--- src/ctrl_cfg.svh ---
// Width settings for the multicycle RV32I control unit.
// Include this wherever a port or constant needs one of these widths.
// The package holds the types built on top of these.

`ifndef CTRL_CFG_SVH
`define CTRL_CFG_SVH

`define CTRL_OPCODE_W 7   // instr[6:0]
`define CTRL_FUNCT7_W 7   // instr[31:25]
`define CTRL_CAUSE_W  32  // mcause width

`endif

--- src/ctrl_pkg.sv ---
// Shared types and constants for the multicycle RV32I control unit.
// Holds the FSM state encoding, the datapath select encodings, the
// opcodes, the trap cause codes and the control word handed to the top.
// Referenced everywhere by scoped names.

`include "ctrl_cfg.svh"

package ctrl_pkg;

    // encodings are contiguous, each trap1 directly follows its trap0
    typedef enum logic [4:0] {
        S_FETCH, S_DECODE,
        S_MEM_ADDR, S_MEM_READ, S_MEM_WB, S_MEM_WRITE,
        S_EXEC_R, S_EXEC_I, S_ALU_WB,
        S_JAL, S_JALR, S_BRANCH, S_LUI, S_AUIPC,
        S_ILLEGAL0, S_ILLEGAL1,
        S_LOAD_MISALIGN0, S_LOAD_MISALIGN1,
        S_STORE_MISALIGN0, S_STORE_MISALIGN1,
        S_LOAD_FAULT0, S_LOAD_FAULT1,
        S_STORE_FAULT0, S_STORE_FAULT1
    } ctrl_state_t;

    typedef enum logic {ADR_PC, ADR_RESULT} adr_src_t;

    typedef enum logic [1:0] {SRCA_PC, SRCA_OLD_PC, SRCA_RD1_BUF} alu_src_a_t;

    typedef enum logic [1:0] {SRCB_RD2_BUF, SRCB_IMM_EXT, SRCB_CONST_4} alu_src_b_t;

    typedef enum logic [2:0] {
        ALU_OP_ADD, ALU_OP_ARITH_LOGIC, ALU_OP_BRANCH, ALU_OP_LUI, ALU_OP_AUIPC
    } alu_op_t;

    typedef enum logic [1:0] {RESULT_ALUOUT, RESULT_DATA, RESULT_ALURESULT} result_src_t;

    typedef enum logic [2:0] {IMM_R, IMM_I, IMM_S, IMM_B, IMM_U, IMM_J} imm_src_t;

    // all-zero word means pc/rd2/add/aluout with every strobe off
    typedef struct packed {
        adr_src_t    adr_src;
        logic        fetched_instr;
        logic        instr_retired;
        alu_src_a_t  alu_src_a;
        alu_src_b_t  alu_src_b;
        alu_op_t     alu_op;
        result_src_t result_src;
        logic        pc_update;
        logic        branch;
        logic        reg_write;
        logic        mem_write;
        logic        mem_valid;
        logic        exception_event;
    } ctrl_word_t;

    localparam logic [`CTRL_OPCODE_W-1:0] OP_LOAD   = 7'b000_0011;
    localparam logic [`CTRL_OPCODE_W-1:0] OP_STORE  = 7'b010_0011;
    localparam logic [`CTRL_OPCODE_W-1:0] OP_RTYPE  = 7'b011_0011;
    localparam logic [`CTRL_OPCODE_W-1:0] OP_ITYPE  = 7'b001_0011;
    localparam logic [`CTRL_OPCODE_W-1:0] OP_JAL    = 7'b110_1111;
    localparam logic [`CTRL_OPCODE_W-1:0] OP_JALR   = 7'b110_0111;
    localparam logic [`CTRL_OPCODE_W-1:0] OP_BRANCH = 7'b110_0011;
    localparam logic [`CTRL_OPCODE_W-1:0] OP_LUI    = 7'b011_0111;
    localparam logic [`CTRL_OPCODE_W-1:0] OP_AUIPC  = 7'b001_0111;
    localparam logic [`CTRL_OPCODE_W-1:0] OP_FENCE  = 7'b000_1111;

    // synchronous exception codes, as in mcause
    localparam logic [`CTRL_CAUSE_W-1:0] CAUSE_ILLEGAL        = 'd2;
    localparam logic [`CTRL_CAUSE_W-1:0] CAUSE_LOAD_MISALIGN  = 'd4;
    localparam logic [`CTRL_CAUSE_W-1:0] CAUSE_LOAD_FAULT     = 'd5;
    localparam logic [`CTRL_CAUSE_W-1:0] CAUSE_STORE_MISALIGN = 'd6;
    localparam logic [`CTRL_CAUSE_W-1:0] CAUSE_STORE_FAULT    = 'd7;

endpackage

--- src/instr_class_if.sv ---
// Decoded instruction class, passed from the decoder to the sequencer.
// One-hot levels, combinational from the current opcode.

`timescale 1ns/10ps

interface instr_class_if;
    logic is_load;
    logic is_store;
    logic is_alu_r;
    logic is_alu_i;
    logic is_jal;
    logic is_jalr;
    logic is_branch;
    logic is_lui;
    logic is_auipc;
    logic is_fence;
    logic is_illegal;  // unknown opcode or M-extension r-type

    modport decoder (
        output is_load, is_store, is_alu_r, is_alu_i, is_jal, is_jalr,
               is_branch, is_lui, is_auipc, is_fence, is_illegal
    );

    modport sequencer (
        input is_load, is_store, is_alu_r, is_alu_i, is_jal, is_jalr,
              is_branch, is_lui, is_auipc, is_fence, is_illegal
    );
endinterface

--- src/instr_decoder.sv ---
// Opcode classifier for the multicycle control unit.
// Raises exactly one class flag for the current instruction and picks
// the immediate format. Purely combinational.

`timescale 1ns/10ps
`include "ctrl_cfg.svh"

module instr_decoder (
    input  logic [`CTRL_OPCODE_W-1:0] op,
    input  logic [`CTRL_FUNCT7_W-1:0] funct7,
    instr_class_if.decoder            cls,
    output ctrl_pkg::imm_src_t        imm_src
);

    always_comb begin
        cls.is_load    = 1'b0;
        cls.is_store   = 1'b0;
        cls.is_alu_r   = 1'b0;
        cls.is_alu_i   = 1'b0;
        cls.is_jal     = 1'b0;
        cls.is_jalr    = 1'b0;
        cls.is_branch  = 1'b0;
        cls.is_lui     = 1'b0;
        cls.is_auipc   = 1'b0;
        cls.is_fence   = 1'b0;
        cls.is_illegal = 1'b0;
        case (op)
            ctrl_pkg::OP_LOAD:   cls.is_load   = 1'b1;
            ctrl_pkg::OP_STORE:  cls.is_store  = 1'b1;
            ctrl_pkg::OP_ITYPE:  cls.is_alu_i  = 1'b1;
            ctrl_pkg::OP_JAL:    cls.is_jal    = 1'b1;
            ctrl_pkg::OP_JALR:   cls.is_jalr   = 1'b1;
            ctrl_pkg::OP_BRANCH: cls.is_branch = 1'b1;
            ctrl_pkg::OP_LUI:    cls.is_lui    = 1'b1;
            ctrl_pkg::OP_AUIPC:  cls.is_auipc  = 1'b1;
            ctrl_pkg::OP_FENCE:  cls.is_fence  = 1'b1;
            ctrl_pkg::OP_RTYPE: begin
                // no mul/div unit behind this fsm
                if (funct7[0]) cls.is_illegal = 1'b1;
                else           cls.is_alu_r   = 1'b1;
            end
            default:             cls.is_illegal = 1'b1;
        endcase
    end

    always_comb begin
        case (op)
            ctrl_pkg::OP_ITYPE,
            ctrl_pkg::OP_JALR,
            ctrl_pkg::OP_LOAD:   imm_src = ctrl_pkg::IMM_I;
            ctrl_pkg::OP_STORE:  imm_src = ctrl_pkg::IMM_S;
            ctrl_pkg::OP_BRANCH: imm_src = ctrl_pkg::IMM_B;
            ctrl_pkg::OP_LUI,
            ctrl_pkg::OP_AUIPC:  imm_src = ctrl_pkg::IMM_U;
            ctrl_pkg::OP_JAL:    imm_src = ctrl_pkg::IMM_J;
            default:             imm_src = ctrl_pkg::IMM_R;  // r-type, fence, illegal
        endcase
    end

endmodule

--- src/state_sequencer.sv ---
// State register and next-state logic of the multicycle control FSM.
// Steps one state per clock through fetch, decode, execute and write-back.
// Memory states hold until mem_ready. Address faults and misalignment
// are resolved in the address state and divert to a two-cycle trap.

`timescale 1ns/10ps

module state_sequencer (
    input  logic                  clk,
    input  logic                  rst_n,
    instr_class_if.sequencer      cls,
    input  logic                  mem_ready,
    input  logic                  unaligned_access_load,
    input  logic                  unaligned_access_store,
    input  logic                  access_fault,
    output ctrl_pkg::ctrl_state_t state
);

    ctrl_pkg::ctrl_state_t next_state;
    logic                  mem_is_store;  // latched class for the address state

    always_ff @(posedge clk) begin
        if (!rst_n) begin
            state        <= ctrl_pkg::S_FETCH;
            mem_is_store <= 1'b0;
        end else begin
            state <= next_state;
            if (state == ctrl_pkg::S_DECODE)
                mem_is_store <= cls.is_store;
        end
    end

    always_comb begin
        next_state = ctrl_pkg::S_FETCH;
        case (state)
            ctrl_pkg::S_FETCH: next_state = mem_ready ? ctrl_pkg::S_DECODE : ctrl_pkg::S_FETCH;
            ctrl_pkg::S_DECODE: begin
                case (1'b1)
                    cls.is_load,
                    cls.is_store:   next_state = ctrl_pkg::S_MEM_ADDR;
                    cls.is_alu_r:   next_state = ctrl_pkg::S_EXEC_R;
                    cls.is_alu_i:   next_state = ctrl_pkg::S_EXEC_I;
                    cls.is_jal:     next_state = ctrl_pkg::S_JAL;
                    cls.is_jalr:    next_state = ctrl_pkg::S_JALR;
                    cls.is_branch:  next_state = ctrl_pkg::S_BRANCH;
                    cls.is_lui:     next_state = ctrl_pkg::S_LUI;
                    cls.is_auipc:   next_state = ctrl_pkg::S_AUIPC;
                    cls.is_fence:   next_state = ctrl_pkg::S_FETCH;  // no-op
                    cls.is_illegal: next_state = ctrl_pkg::S_ILLEGAL0;
                    default:        next_state = ctrl_pkg::S_ILLEGAL0;
                endcase
            end
            ctrl_pkg::S_MEM_ADDR: begin
                // access fault wins over misalignment
                if (mem_is_store)
                    next_state = access_fault ? ctrl_pkg::S_STORE_FAULT0 :
                                 unaligned_access_store ? ctrl_pkg::S_STORE_MISALIGN0 :
                                 ctrl_pkg::S_MEM_WRITE;
                else
                    next_state = access_fault ? ctrl_pkg::S_LOAD_FAULT0 :
                                 unaligned_access_load ? ctrl_pkg::S_LOAD_MISALIGN0 :
                                 ctrl_pkg::S_MEM_READ;
            end
            ctrl_pkg::S_MEM_READ:  next_state = mem_ready ? ctrl_pkg::S_MEM_WB : ctrl_pkg::S_MEM_READ;
            ctrl_pkg::S_MEM_WRITE: next_state = mem_ready ? ctrl_pkg::S_FETCH : ctrl_pkg::S_MEM_WRITE;
            ctrl_pkg::S_EXEC_R,
            ctrl_pkg::S_EXEC_I,
            ctrl_pkg::S_LUI,
            ctrl_pkg::S_AUIPC,
            ctrl_pkg::S_JAL:       next_state = ctrl_pkg::S_ALU_WB;
            ctrl_pkg::S_JALR:      next_state = ctrl_pkg::S_JAL;  // target first, then link
            ctrl_pkg::S_ILLEGAL0:        next_state = ctrl_pkg::S_ILLEGAL1;
            ctrl_pkg::S_LOAD_MISALIGN0:  next_state = ctrl_pkg::S_LOAD_MISALIGN1;
            ctrl_pkg::S_STORE_MISALIGN0: next_state = ctrl_pkg::S_STORE_MISALIGN1;
            ctrl_pkg::S_LOAD_FAULT0:     next_state = ctrl_pkg::S_LOAD_FAULT1;
            ctrl_pkg::S_STORE_FAULT0:    next_state = ctrl_pkg::S_STORE_FAULT1;
            default:               next_state = ctrl_pkg::S_FETCH;  // wb, branch, trap1
        endcase
    end

    // legal encodings are contiguous up to the last trap state
    a_state_legal: assert property (@(posedge clk) disable iff (!rst_n)
        state <= ctrl_pkg::S_STORE_FAULT1);

    // every trap announcement is followed by its pc redirect
    a_trap_pair: assert property (@(posedge clk) disable iff (!rst_n)
        state inside {ctrl_pkg::S_ILLEGAL0, ctrl_pkg::S_LOAD_MISALIGN0,
                      ctrl_pkg::S_STORE_MISALIGN0, ctrl_pkg::S_LOAD_FAULT0,
                      ctrl_pkg::S_STORE_FAULT0}
        |=> state == $past(state) + 5'd1);

    a_decode_once: assert property (@(posedge clk) disable iff (!rst_n)
        state == ctrl_pkg::S_DECODE |=> state != ctrl_pkg::S_DECODE);

endmodule

--- src/control_word_gen.sv ---
// Datapath control word for each FSM state.
// Combinational from the current state, with zero and mem_ready folded
// in where a strobe depends on them. Also supplies the trap cause,
// which is nonzero only while exception_event is high.

`timescale 1ns/10ps
`include "ctrl_cfg.svh"

module control_word_gen (
    input  ctrl_pkg::ctrl_state_t   state,
    input  logic                    zero,
    input  logic                    mem_ready,
    output ctrl_pkg::ctrl_word_t    ctrl,
    output logic [`CTRL_CAUSE_W-1:0] cause
);

    always_comb begin
        ctrl  = '0;
        cause = '0;
        case (state)
            ctrl_pkg::S_FETCH: begin
                // instr <- mem[pc], pc <- pc + 4
                ctrl.mem_valid     = 1'b1;
                ctrl.adr_src       = ctrl_pkg::ADR_PC;
                ctrl.alu_src_a     = ctrl_pkg::SRCA_PC;
                ctrl.alu_src_b     = ctrl_pkg::SRCB_CONST_4;
                ctrl.result_src    = ctrl_pkg::RESULT_ALURESULT;
                ctrl.fetched_instr = mem_ready;
                ctrl.pc_update     = mem_ready;
            end
            ctrl_pkg::S_DECODE: begin
                ctrl.alu_src_a = ctrl_pkg::SRCA_OLD_PC;  // branch target into aluout
                ctrl.alu_src_b = ctrl_pkg::SRCB_IMM_EXT;
            end
            ctrl_pkg::S_MEM_ADDR,
            ctrl_pkg::S_JALR: begin
                ctrl.alu_src_a = ctrl_pkg::SRCA_RD1_BUF;  // rs1 + imm
                ctrl.alu_src_b = ctrl_pkg::SRCB_IMM_EXT;
            end
            ctrl_pkg::S_MEM_READ: begin
                ctrl.mem_valid = 1'b1;
                ctrl.adr_src   = ctrl_pkg::ADR_RESULT;
            end
            ctrl_pkg::S_MEM_WB: begin
                ctrl.mem_valid     = 1'b1;
                ctrl.result_src    = ctrl_pkg::RESULT_DATA;
                ctrl.reg_write     = 1'b1;
                ctrl.instr_retired = 1'b1;
            end
            ctrl_pkg::S_MEM_WRITE: begin
                ctrl.mem_valid     = 1'b1;
                ctrl.adr_src       = ctrl_pkg::ADR_RESULT;
                ctrl.mem_write     = 1'b1;
                ctrl.instr_retired = mem_ready;  // counts once the write lands
            end
            ctrl_pkg::S_EXEC_R: begin
                ctrl.alu_src_a = ctrl_pkg::SRCA_RD1_BUF;
                ctrl.alu_src_b = ctrl_pkg::SRCB_RD2_BUF;
                ctrl.alu_op    = ctrl_pkg::ALU_OP_ARITH_LOGIC;
            end
            ctrl_pkg::S_EXEC_I: begin
                ctrl.alu_src_a = ctrl_pkg::SRCA_RD1_BUF;
                ctrl.alu_src_b = ctrl_pkg::SRCB_IMM_EXT;
                ctrl.alu_op    = ctrl_pkg::ALU_OP_ARITH_LOGIC;
            end
            ctrl_pkg::S_ALU_WB: begin
                ctrl.mem_valid     = 1'b1;  // overlaps next fetch request
                ctrl.reg_write     = 1'b1;
                ctrl.instr_retired = 1'b1;
            end
            ctrl_pkg::S_JAL: begin
                // pc <- aluout, link value old_pc + 4 goes to aluout
                ctrl.alu_src_a = ctrl_pkg::SRCA_OLD_PC;
                ctrl.alu_src_b = ctrl_pkg::SRCB_CONST_4;
                ctrl.pc_update = 1'b1;
            end
            ctrl_pkg::S_BRANCH: begin
                ctrl.alu_src_a     = ctrl_pkg::SRCA_RD1_BUF;
                ctrl.alu_src_b     = ctrl_pkg::SRCB_RD2_BUF;
                ctrl.alu_op        = ctrl_pkg::ALU_OP_BRANCH;
                ctrl.branch        = 1'b1;
                ctrl.mem_valid     = zero;
                ctrl.instr_retired = 1'b1;
            end
            ctrl_pkg::S_LUI: begin
                ctrl.alu_src_b = ctrl_pkg::SRCB_IMM_EXT;  // src a ignored
                ctrl.alu_op    = ctrl_pkg::ALU_OP_LUI;
            end
            ctrl_pkg::S_AUIPC: begin
                ctrl.alu_src_a = ctrl_pkg::SRCA_OLD_PC;
                ctrl.alu_src_b = ctrl_pkg::SRCB_IMM_EXT;
                ctrl.alu_op    = ctrl_pkg::ALU_OP_AUIPC;
            end
            ctrl_pkg::S_ILLEGAL0,
            ctrl_pkg::S_LOAD_MISALIGN0,
            ctrl_pkg::S_STORE_MISALIGN0,
            ctrl_pkg::S_LOAD_FAULT0,
            ctrl_pkg::S_STORE_FAULT0: begin
                ctrl.exception_event = 1'b1;
                case (state)
                    ctrl_pkg::S_ILLEGAL0:        cause = ctrl_pkg::CAUSE_ILLEGAL;
                    ctrl_pkg::S_LOAD_MISALIGN0:  cause = ctrl_pkg::CAUSE_LOAD_MISALIGN;
                    ctrl_pkg::S_STORE_MISALIGN0: cause = ctrl_pkg::CAUSE_STORE_MISALIGN;
                    ctrl_pkg::S_LOAD_FAULT0:     cause = ctrl_pkg::CAUSE_LOAD_FAULT;
                    default:                     cause = ctrl_pkg::CAUSE_STORE_FAULT;
                endcase
            end
            ctrl_pkg::S_ILLEGAL1,
            ctrl_pkg::S_LOAD_MISALIGN1,
            ctrl_pkg::S_STORE_MISALIGN1,
            ctrl_pkg::S_LOAD_FAULT1,
            ctrl_pkg::S_STORE_FAULT1: begin
                ctrl.pc_update     = 1'b1;  // jump to trap vector
                ctrl.instr_retired = 1'b1;
            end
            default: ;
        endcase
    end

    // register file and memory are never written in the same state
    always_comb begin
        assert final (!(ctrl.reg_write && ctrl.mem_write))
            else $error("reg_write and mem_write both high in %s", state.name());
    end

endmodule

--- src/multicycle_ctrl.sv ---
// Top level of the multicycle RV32I control unit.
// Decoder, state sequencer and control word generator behind plain ports.
// Connects to a datapath that buffers rs1/rs2, aluout, old pc and data.

`timescale 1ns/10ps
`include "ctrl_cfg.svh"

module multicycle_ctrl (
    input  logic                     clk,
    input  logic                     rst_n,
    input  logic [`CTRL_OPCODE_W-1:0] op,
    input  logic [`CTRL_FUNCT7_W-1:0] funct7,
    input  logic                     zero,
    input  logic                     mem_ready,
    input  logic                     unaligned_access_load,
    input  logic                     unaligned_access_store,
    input  logic                     access_fault,
    output ctrl_pkg::adr_src_t       adr_src,
    output logic                     fetched_instr,
    output logic                     instr_retired,
    output ctrl_pkg::alu_src_a_t     alu_src_a,
    output ctrl_pkg::alu_src_b_t     alu_src_b,
    output ctrl_pkg::alu_op_t        alu_op,
    output ctrl_pkg::result_src_t    result_src,
    output ctrl_pkg::imm_src_t       imm_src,
    output logic                     pc_update,
    output logic                     branch,
    output logic                     reg_write,
    output logic                     mem_write,
    output logic                     mem_valid,
    output logic                     exception_event,
    output logic [`CTRL_CAUSE_W-1:0] cause
);

    ctrl_pkg::ctrl_state_t state;
    ctrl_pkg::ctrl_word_t  ctrl_w;

    instr_class_if cls_if ();

    instr_decoder instr_decoder_i (
        .op      (op),
        .funct7  (funct7),
        .cls     (cls_if.decoder),
        .imm_src (imm_src)
    );

    state_sequencer state_sequencer_i (
        .clk                    (clk),
        .rst_n                  (rst_n),
        .cls                    (cls_if.sequencer),
        .mem_ready              (mem_ready),
        .unaligned_access_load  (unaligned_access_load),
        .unaligned_access_store (unaligned_access_store),
        .access_fault           (access_fault),
        .state                  (state)
    );

    control_word_gen control_word_gen_i (
        .state     (state),
        .zero      (zero),
        .mem_ready (mem_ready),
        .ctrl      (ctrl_w),
        .cause     (cause)
    );

    assign adr_src         = ctrl_w.adr_src;
    assign fetched_instr   = ctrl_w.fetched_instr;
    assign instr_retired   = ctrl_w.instr_retired;
    assign alu_src_a       = ctrl_w.alu_src_a;
    assign alu_src_b       = ctrl_w.alu_src_b;
    assign alu_op          = ctrl_w.alu_op;
    assign result_src      = ctrl_w.result_src;
    assign pc_update       = ctrl_w.pc_update;
    assign branch          = ctrl_w.branch;
    assign reg_write       = ctrl_w.reg_write;
    assign mem_write       = ctrl_w.mem_write;
    assign mem_valid       = ctrl_w.mem_valid;
    assign exception_event = ctrl_w.exception_event;

endmodule

--- config.mk ---
export PLATFORM = sky130hd
export DESIGN_NAME = multicycle_ctrl
export DESIGN_NICKNAME = d
export VERILOG_FILES = /design/src/ctrl_pkg.sv /design/src/instr_class_if.sv /design/src/instr_decoder.sv /design/src/state_sequencer.sv /design/src/control_word_gen.sv /design/src/multicycle_ctrl.sv
export VERILOG_INCLUDE_DIRS = /design/src /design/src/src
export SDC_FILE = /design/constraint.sdc
export NUM_CORES = 1
export LEC_CHECK = 0
export ABC_AREA = 0
export BUFFER_PORTS_ARGS = -buffer_cell sky130_fd_sc_hd__clkbuf_2
export CORE_ASPECT_RATIO = 0.75
export CORE_MARGIN = 3
export CORE_UTILIZATION = 47
export DETAILED_ROUTE_END_ITERATION = 12
export HOLD_SLACK_MARGIN = 0.08
export PLACE_DENSITY_LB_ADDON = 0.2
export SLEW_MARGIN = 40
export SYNTH_ARGS = -nofsm -noshare
export SYNTH_HDL_FRONTEND = slang
export SYNTH_SLANG_ARGS = --single-unit
--- constraint.sdc ---
create_clock -name clk -period 2.9 [get_ports clk]
set_input_delay 0.145 -clock clk [delete_from_list [all_inputs] [get_ports clk]]
set_output_delay 0.145 -clock clk [all_outputs]
set_load 0.05 [all_outputs]
==> flow_summary.html <==
<table>
<tr><th>Metric</th><th>Value</th></tr>
<tr><th colspan="2">Finish</th></tr>
<tr><td>Register area</td><td>between 100 and 150 um2</td></tr>
<tr><td>Count of nets after finishing</td><td>~240</td></tr>
<tr><td>Final instance count without filler cells</td><td>249</td></tr>
<tr><td>Area overhead of the layout relative to synthesis</td><td>7.95%</td></tr>
<tr><td>Fillers</td><td>approximately 250</td></tr>
<tr><td>Total area of multi-input combinational cells</td><td>about 900 um2</td></tr>
<tr><td>Fraction of final layout cells sized beyond drive strength 1</td><td>22.8%</td></tr>
<tr><td>Number of diodes</td><td>0</td></tr>
<tr><th colspan="2">Critical path</th></tr>
<tr><td>Startpoint kind of the worst setup timing path</td><td>flip-flop</td></tr>
<tr><td>Data required, critical path</td><td>~2.8 ns</td></tr>
<tr><td>Worst reg2reg path startpoint</td><td>state_sequencer_i.state[0]</td></tr>
<tr><td>Kind of critical path</td><td>flip-flop to output port</td></tr>
<tr><td>Largest fanout on the critical path</td><td>24</td></tr>
<tr><td>First element of the critical path</td><td>state_sequencer_i.state[2]</td></tr>
<tr><td>Element type at the critical path end</td><td>output port</td></tr>
<tr><td>Worst path arrival time</td><td>2.15 ns</td></tr>
<tr><th colspan="2">Drt</th></tr>
<tr><td>Vias per Instance</td><td>5.51</td></tr>
<tr><td>Total number of vias</td><td>between 1000 and 1500</td></tr>
<tr><td>Drt initial violations</td><td>67</td></tr>
<tr><td>Antenna-violating nets left</td><td>0</td></tr>
<tr><td>First-pass detailed-route iteration total</td><td>4</td></tr>
<tr><td>Final routed wirelength across all metal layers</td><td>a little over 3000 um</td></tr>
<tr><td>Routed length per placed instance</td><td>12.4 um</td></tr>
<tr><td>Number of DRC violations after detailed routing</td><td>0</td></tr>
<tr><th colspan="2">Logic synthesis</th></tr>
<tr><td>Fraction of synthesized cell area taken by the top area cell type</td><td>17.7%</td></tr>
<tr><td>Largest cells by area after synthesis</td><td>buf_4 (18%), dfxtp_1 (9.8%), nand2b_1 (5.6%)</td></tr>
<tr><td>Mapped Cells</td><td>around 190</td></tr>
<tr><td>Synth Warn #</td><td>0</td></tr>
<tr><td>Register area share after synthesis</td><td>under 10%</td></tr>
<tr><td>Post-Syn Area</td><td>1230 um2</td></tr>
<tr><td>Unique masters post-synth</td><td>48</td></tr>
<tr><td>Dominant cell type by area after synthesis</td><td>buf_4</td></tr>
<tr><td>Synthesis-stage register bit count</td><td>6</td></tr>
<tr><td>Predominant post-synthesis flop cell</td><td>dfxtp_1</td></tr>
<tr><td>Async S/R FF share, synth</td><td>0%</td></tr>
<tr><td>Mean Syn Cell Area</td><td>approximately 6.5 um2</td></tr>
<tr><td>Number of enable flip-flop cells after synthesis</td><td>0</td></tr>
<tr><th colspan="2">Clock tree</th></tr>
<tr><td>Root Buffer</td><td>clkbuf_4</td></tr>
<tr><td>Number of post-CTS setup repair buffers</td><td>0</td></tr>
<tr><td>TritonCTS clock tree</td><td>done</td></tr>
<tr><td>Maximum count of clock buffers along a single path</td><td>2</td></tr>
<tr><td>Inserted Clock Buffers</td><td>3</td></tr>
<tr><td>Hold Buf Count CTS</td><td>0</td></tr>
<tr><td>CTS HTree Levels</td><td>1</td></tr>
<tr><td>Quantity of gates resized following cts</td><td>0</td></tr>
<tr><td>Later-pin clock latency in the skew report</td><td>about 0.25 ns</td></tr>
<tr><td>Clock transition at the registers of the reported paths</td><td>0.04 ns</td></tr>
<tr><td>Clock sink total</td><td>6</td></tr>
<tr><th colspan="2">Power and ir drop</th></tr>
<tr><td>Worst VDD drop</td><td>0.455 mV</td></tr>
<tr><td>Total power per unit cell area</td><td>~1100 nW/um2</td></tr>
<tr><td>Leakage power summed over all cells</td><td>between 0.0005 and 0.0006 uW</td></tr>
<tr><th colspan="2">Timing</th></tr>
<tr><td>Sum of negative setup slack</td><td>0 ns</td></tr>
<tr><td>Fmax</td><td>~440 MHz</td></tr>
<tr><td>Post-route fraction of the period consumed by the critical path</td><td>79.1%</td></tr>
<tr><td>Setup Viol. Count Final</td><td>0</td></tr>
<tr><td>Count of final hold-check violations</td><td>0</td></tr>
<tr><td>Slew Limit Fails</td><td>0</td></tr>
<tr><td>RSZ-0062 raised after global routing</td><td>no</td></tr>
<tr><td>Tightest Pin Transition</td><td>a little under 0.8 ns</td></tr>
<tr><td>Setup WS post-layout</td><td>around 0.61 ns</td></tr>
<tr><td>Fin crit period</td><td>around 2.3 ns</td></tr>
<tr><td>Slew headroom</td><td>47.2%</td></tr>
<tr><td>Layout Skew</td><td>roughly 0.000082 ns</td></tr>
<tr><th colspan="2">Floorplanning</th></tr>
<tr><td>Boundary pin count</td><td>74</td></tr>
<tr><td>Starting Density</td><td>about half</td></tr>
<tr><td>Die height</td><td>around 50 um</td></tr>
<tr><td>Placement Rows</td><td>15</td></tr>
<tr><td>Die Footprint</td><td>roughly 3300 um2</td></tr>
<tr><td>Floorplan Core Area</td><td>between 2000 and 2500 um2</td></tr>
<tr><td>Die width</td><td>about 65 um</td></tr>
<tr><th colspan="2">Place</th></tr>
<tr><td>Total instance count after detailed placement</td><td>246</td></tr>
<tr><td>Weighted congestion at the end of routability-driven global placement</td><td>between 0.8 and 0.9</td></tr>
<tr><td>IO Port Bufs</td><td>38</td></tr>
<tr><td>Post-place setup slack</td><td>0.699 ns</td></tr>
<tr><td>Half-perimeter wire length of the detailed placement result</td><td>2340 um</td></tr>
<tr><th colspan="2">Global routing</th></tr>
<tr><td>Pin count of the biggest net entering global routing</td><td>28</td></tr>
<tr><td>Overflow left after global routing</td><td>0</td></tr>
<tr><td>Number of global-route vias before repair</td><td>1097</td></tr>
<tr><td>Antenna violations before repair</td><td>0</td></tr>
<tr><td>Wire length of the first global-routing pass</td><td>a little under 5000 um</td></tr>
<tr><td>Global-route total usage across every layer</td><td>18.4%</td></tr>
<tr><th colspan="2">Run</th></tr>
<tr><td>Count of maximum capacitance violations</td><td>0</td></tr>
<tr><th colspan="2">Hold path</th></tr>
<tr><td>Worst Hold Launch</td><td>rst_n</td></tr>
<tr><td>Hold Crit Class</td><td>input port to flip-flop</td></tr>
<tr><th colspan="2">Status</th></tr>
<tr><td>Outcome</td><td>finished, final reports clean</td></tr>
</table>
-- power breakdown --
part	total, uW	internal, uW	switching [uW]
Combinational	1130	300	828
Clock	78.9	46.9	31.9
Sequential	224	107	117
-- synth_stat cells, drive strengths merged (2+ instances only) --
library cell	instances
or4	2
dfxtp	6
a22oi	3
xnor2	2
nand3	4
o21ai	10
or3b	2
nor2b	5
nor3b	5
o211ai	2
a21oi	9
o21bai	2
nor3	10
o31ai	3
nand3b	2
nor2	17
nand2b	11
a2111oi	2
inv	4
buf	30
clkbuf	13
a31oi	4
nor4	3
o21ba	2
or3	3
nand2	12
-- critical path: stages, from the launching register on --
cell	delay [ns]
dfxtp_1	0.83
inv_1	0.28
nor2_1	0.21
a22oi_1	0.09
o21ai_0	0.19
clkbuf_2	0.30
-- sequential cells by signal (all words and copies together), names as in the netlist --
name / cells
state_sequencer_i.mem_is_store: 1
state_sequencer_i.state: 5
-- final timing paths --
path                            cells after the start                             end  slack, ns
worst max register to register                      4      state_sequencer_i.state[0]       0.68
worst min-delay path                                2  state_sequencer_i.mem_is_store       0.17
worst min register to register                      2  state_sequencer_i.mem_is_store       0.53
worst max-delay path                                5                   instr_retired       0.61
-- area by class of cell --
cell class,instances,share of cell area [%]
clock buffer,3,1.70
tap,34,3.21
multi-input combinational,163,70.0
inverter,4,1.13
timing repair buffer,39,14.9
sequential,6,9.07
-- placed cells by master, fill, tap and decap left out, types with 3 or more instances in the layout --
master / n
nor4_1: 3
nor2_1: 17
or3_1: 3
clkbuf_2: 38
nor3b_1: 5
a22oi_1: 3
nand2b_1: 11
inv_1: 4
nand2_1: 12
a21oi_1: 9
dfxtp_1: 6
o21ai_0: 10
o31ai_1: 3
nor3_1: 10
a31oi_1: 4
nand3_1: 4
conb_1: 29
nor2b_1: 5
clkbuf_4: 3
-- through the flow --
| step | utilization, % | hold slack (ns) | area (um2) | power, uW |
|---|---|---|---|---|
| after floorplan | - | 0.299 | 1330 | 1170 |
| after global placement | 54.6 | 0.426 | 1300 | 1330 |
| after detailed placement | 54.6 | 0.425 | 1300 | 1350 |
| after CTS | 55.6 | 0.163 | 1330 | 1430 |
| after global routing | 55.6 | 0.165 | 1330 | 1540 |
| final | 55.6 | 0.168 | 1330 | 1430 |
-- logic make-up (layout without fill, tap and decap cells) --
kind of cell,Yosys count,after routing,synth area share (%)
buf+inv,47,46,23.2
xor+xnor,2,2,1.43
compound gates,47,47,26.0
flops,6,6,9.79
simple gates,83,83,37.5
mux,2,2,1.73
other cells,1,29,0.306
-- metal layers --
| metal | vias to the layer above | part of all wire [%] | track usage (%) |
|---|---|---|---|
| li1 | 671 | - | - |
| met1 | 628 | 45 | 24.6 |
| met2 | 73 | 46 | 31.2 |
| met3 | 0 | 8.8 | 4.70 |
| met4 | 0 | 0 | 1.03 |
| met5 | - | 0 | 0 |
(Power assumes the default switching activity.)
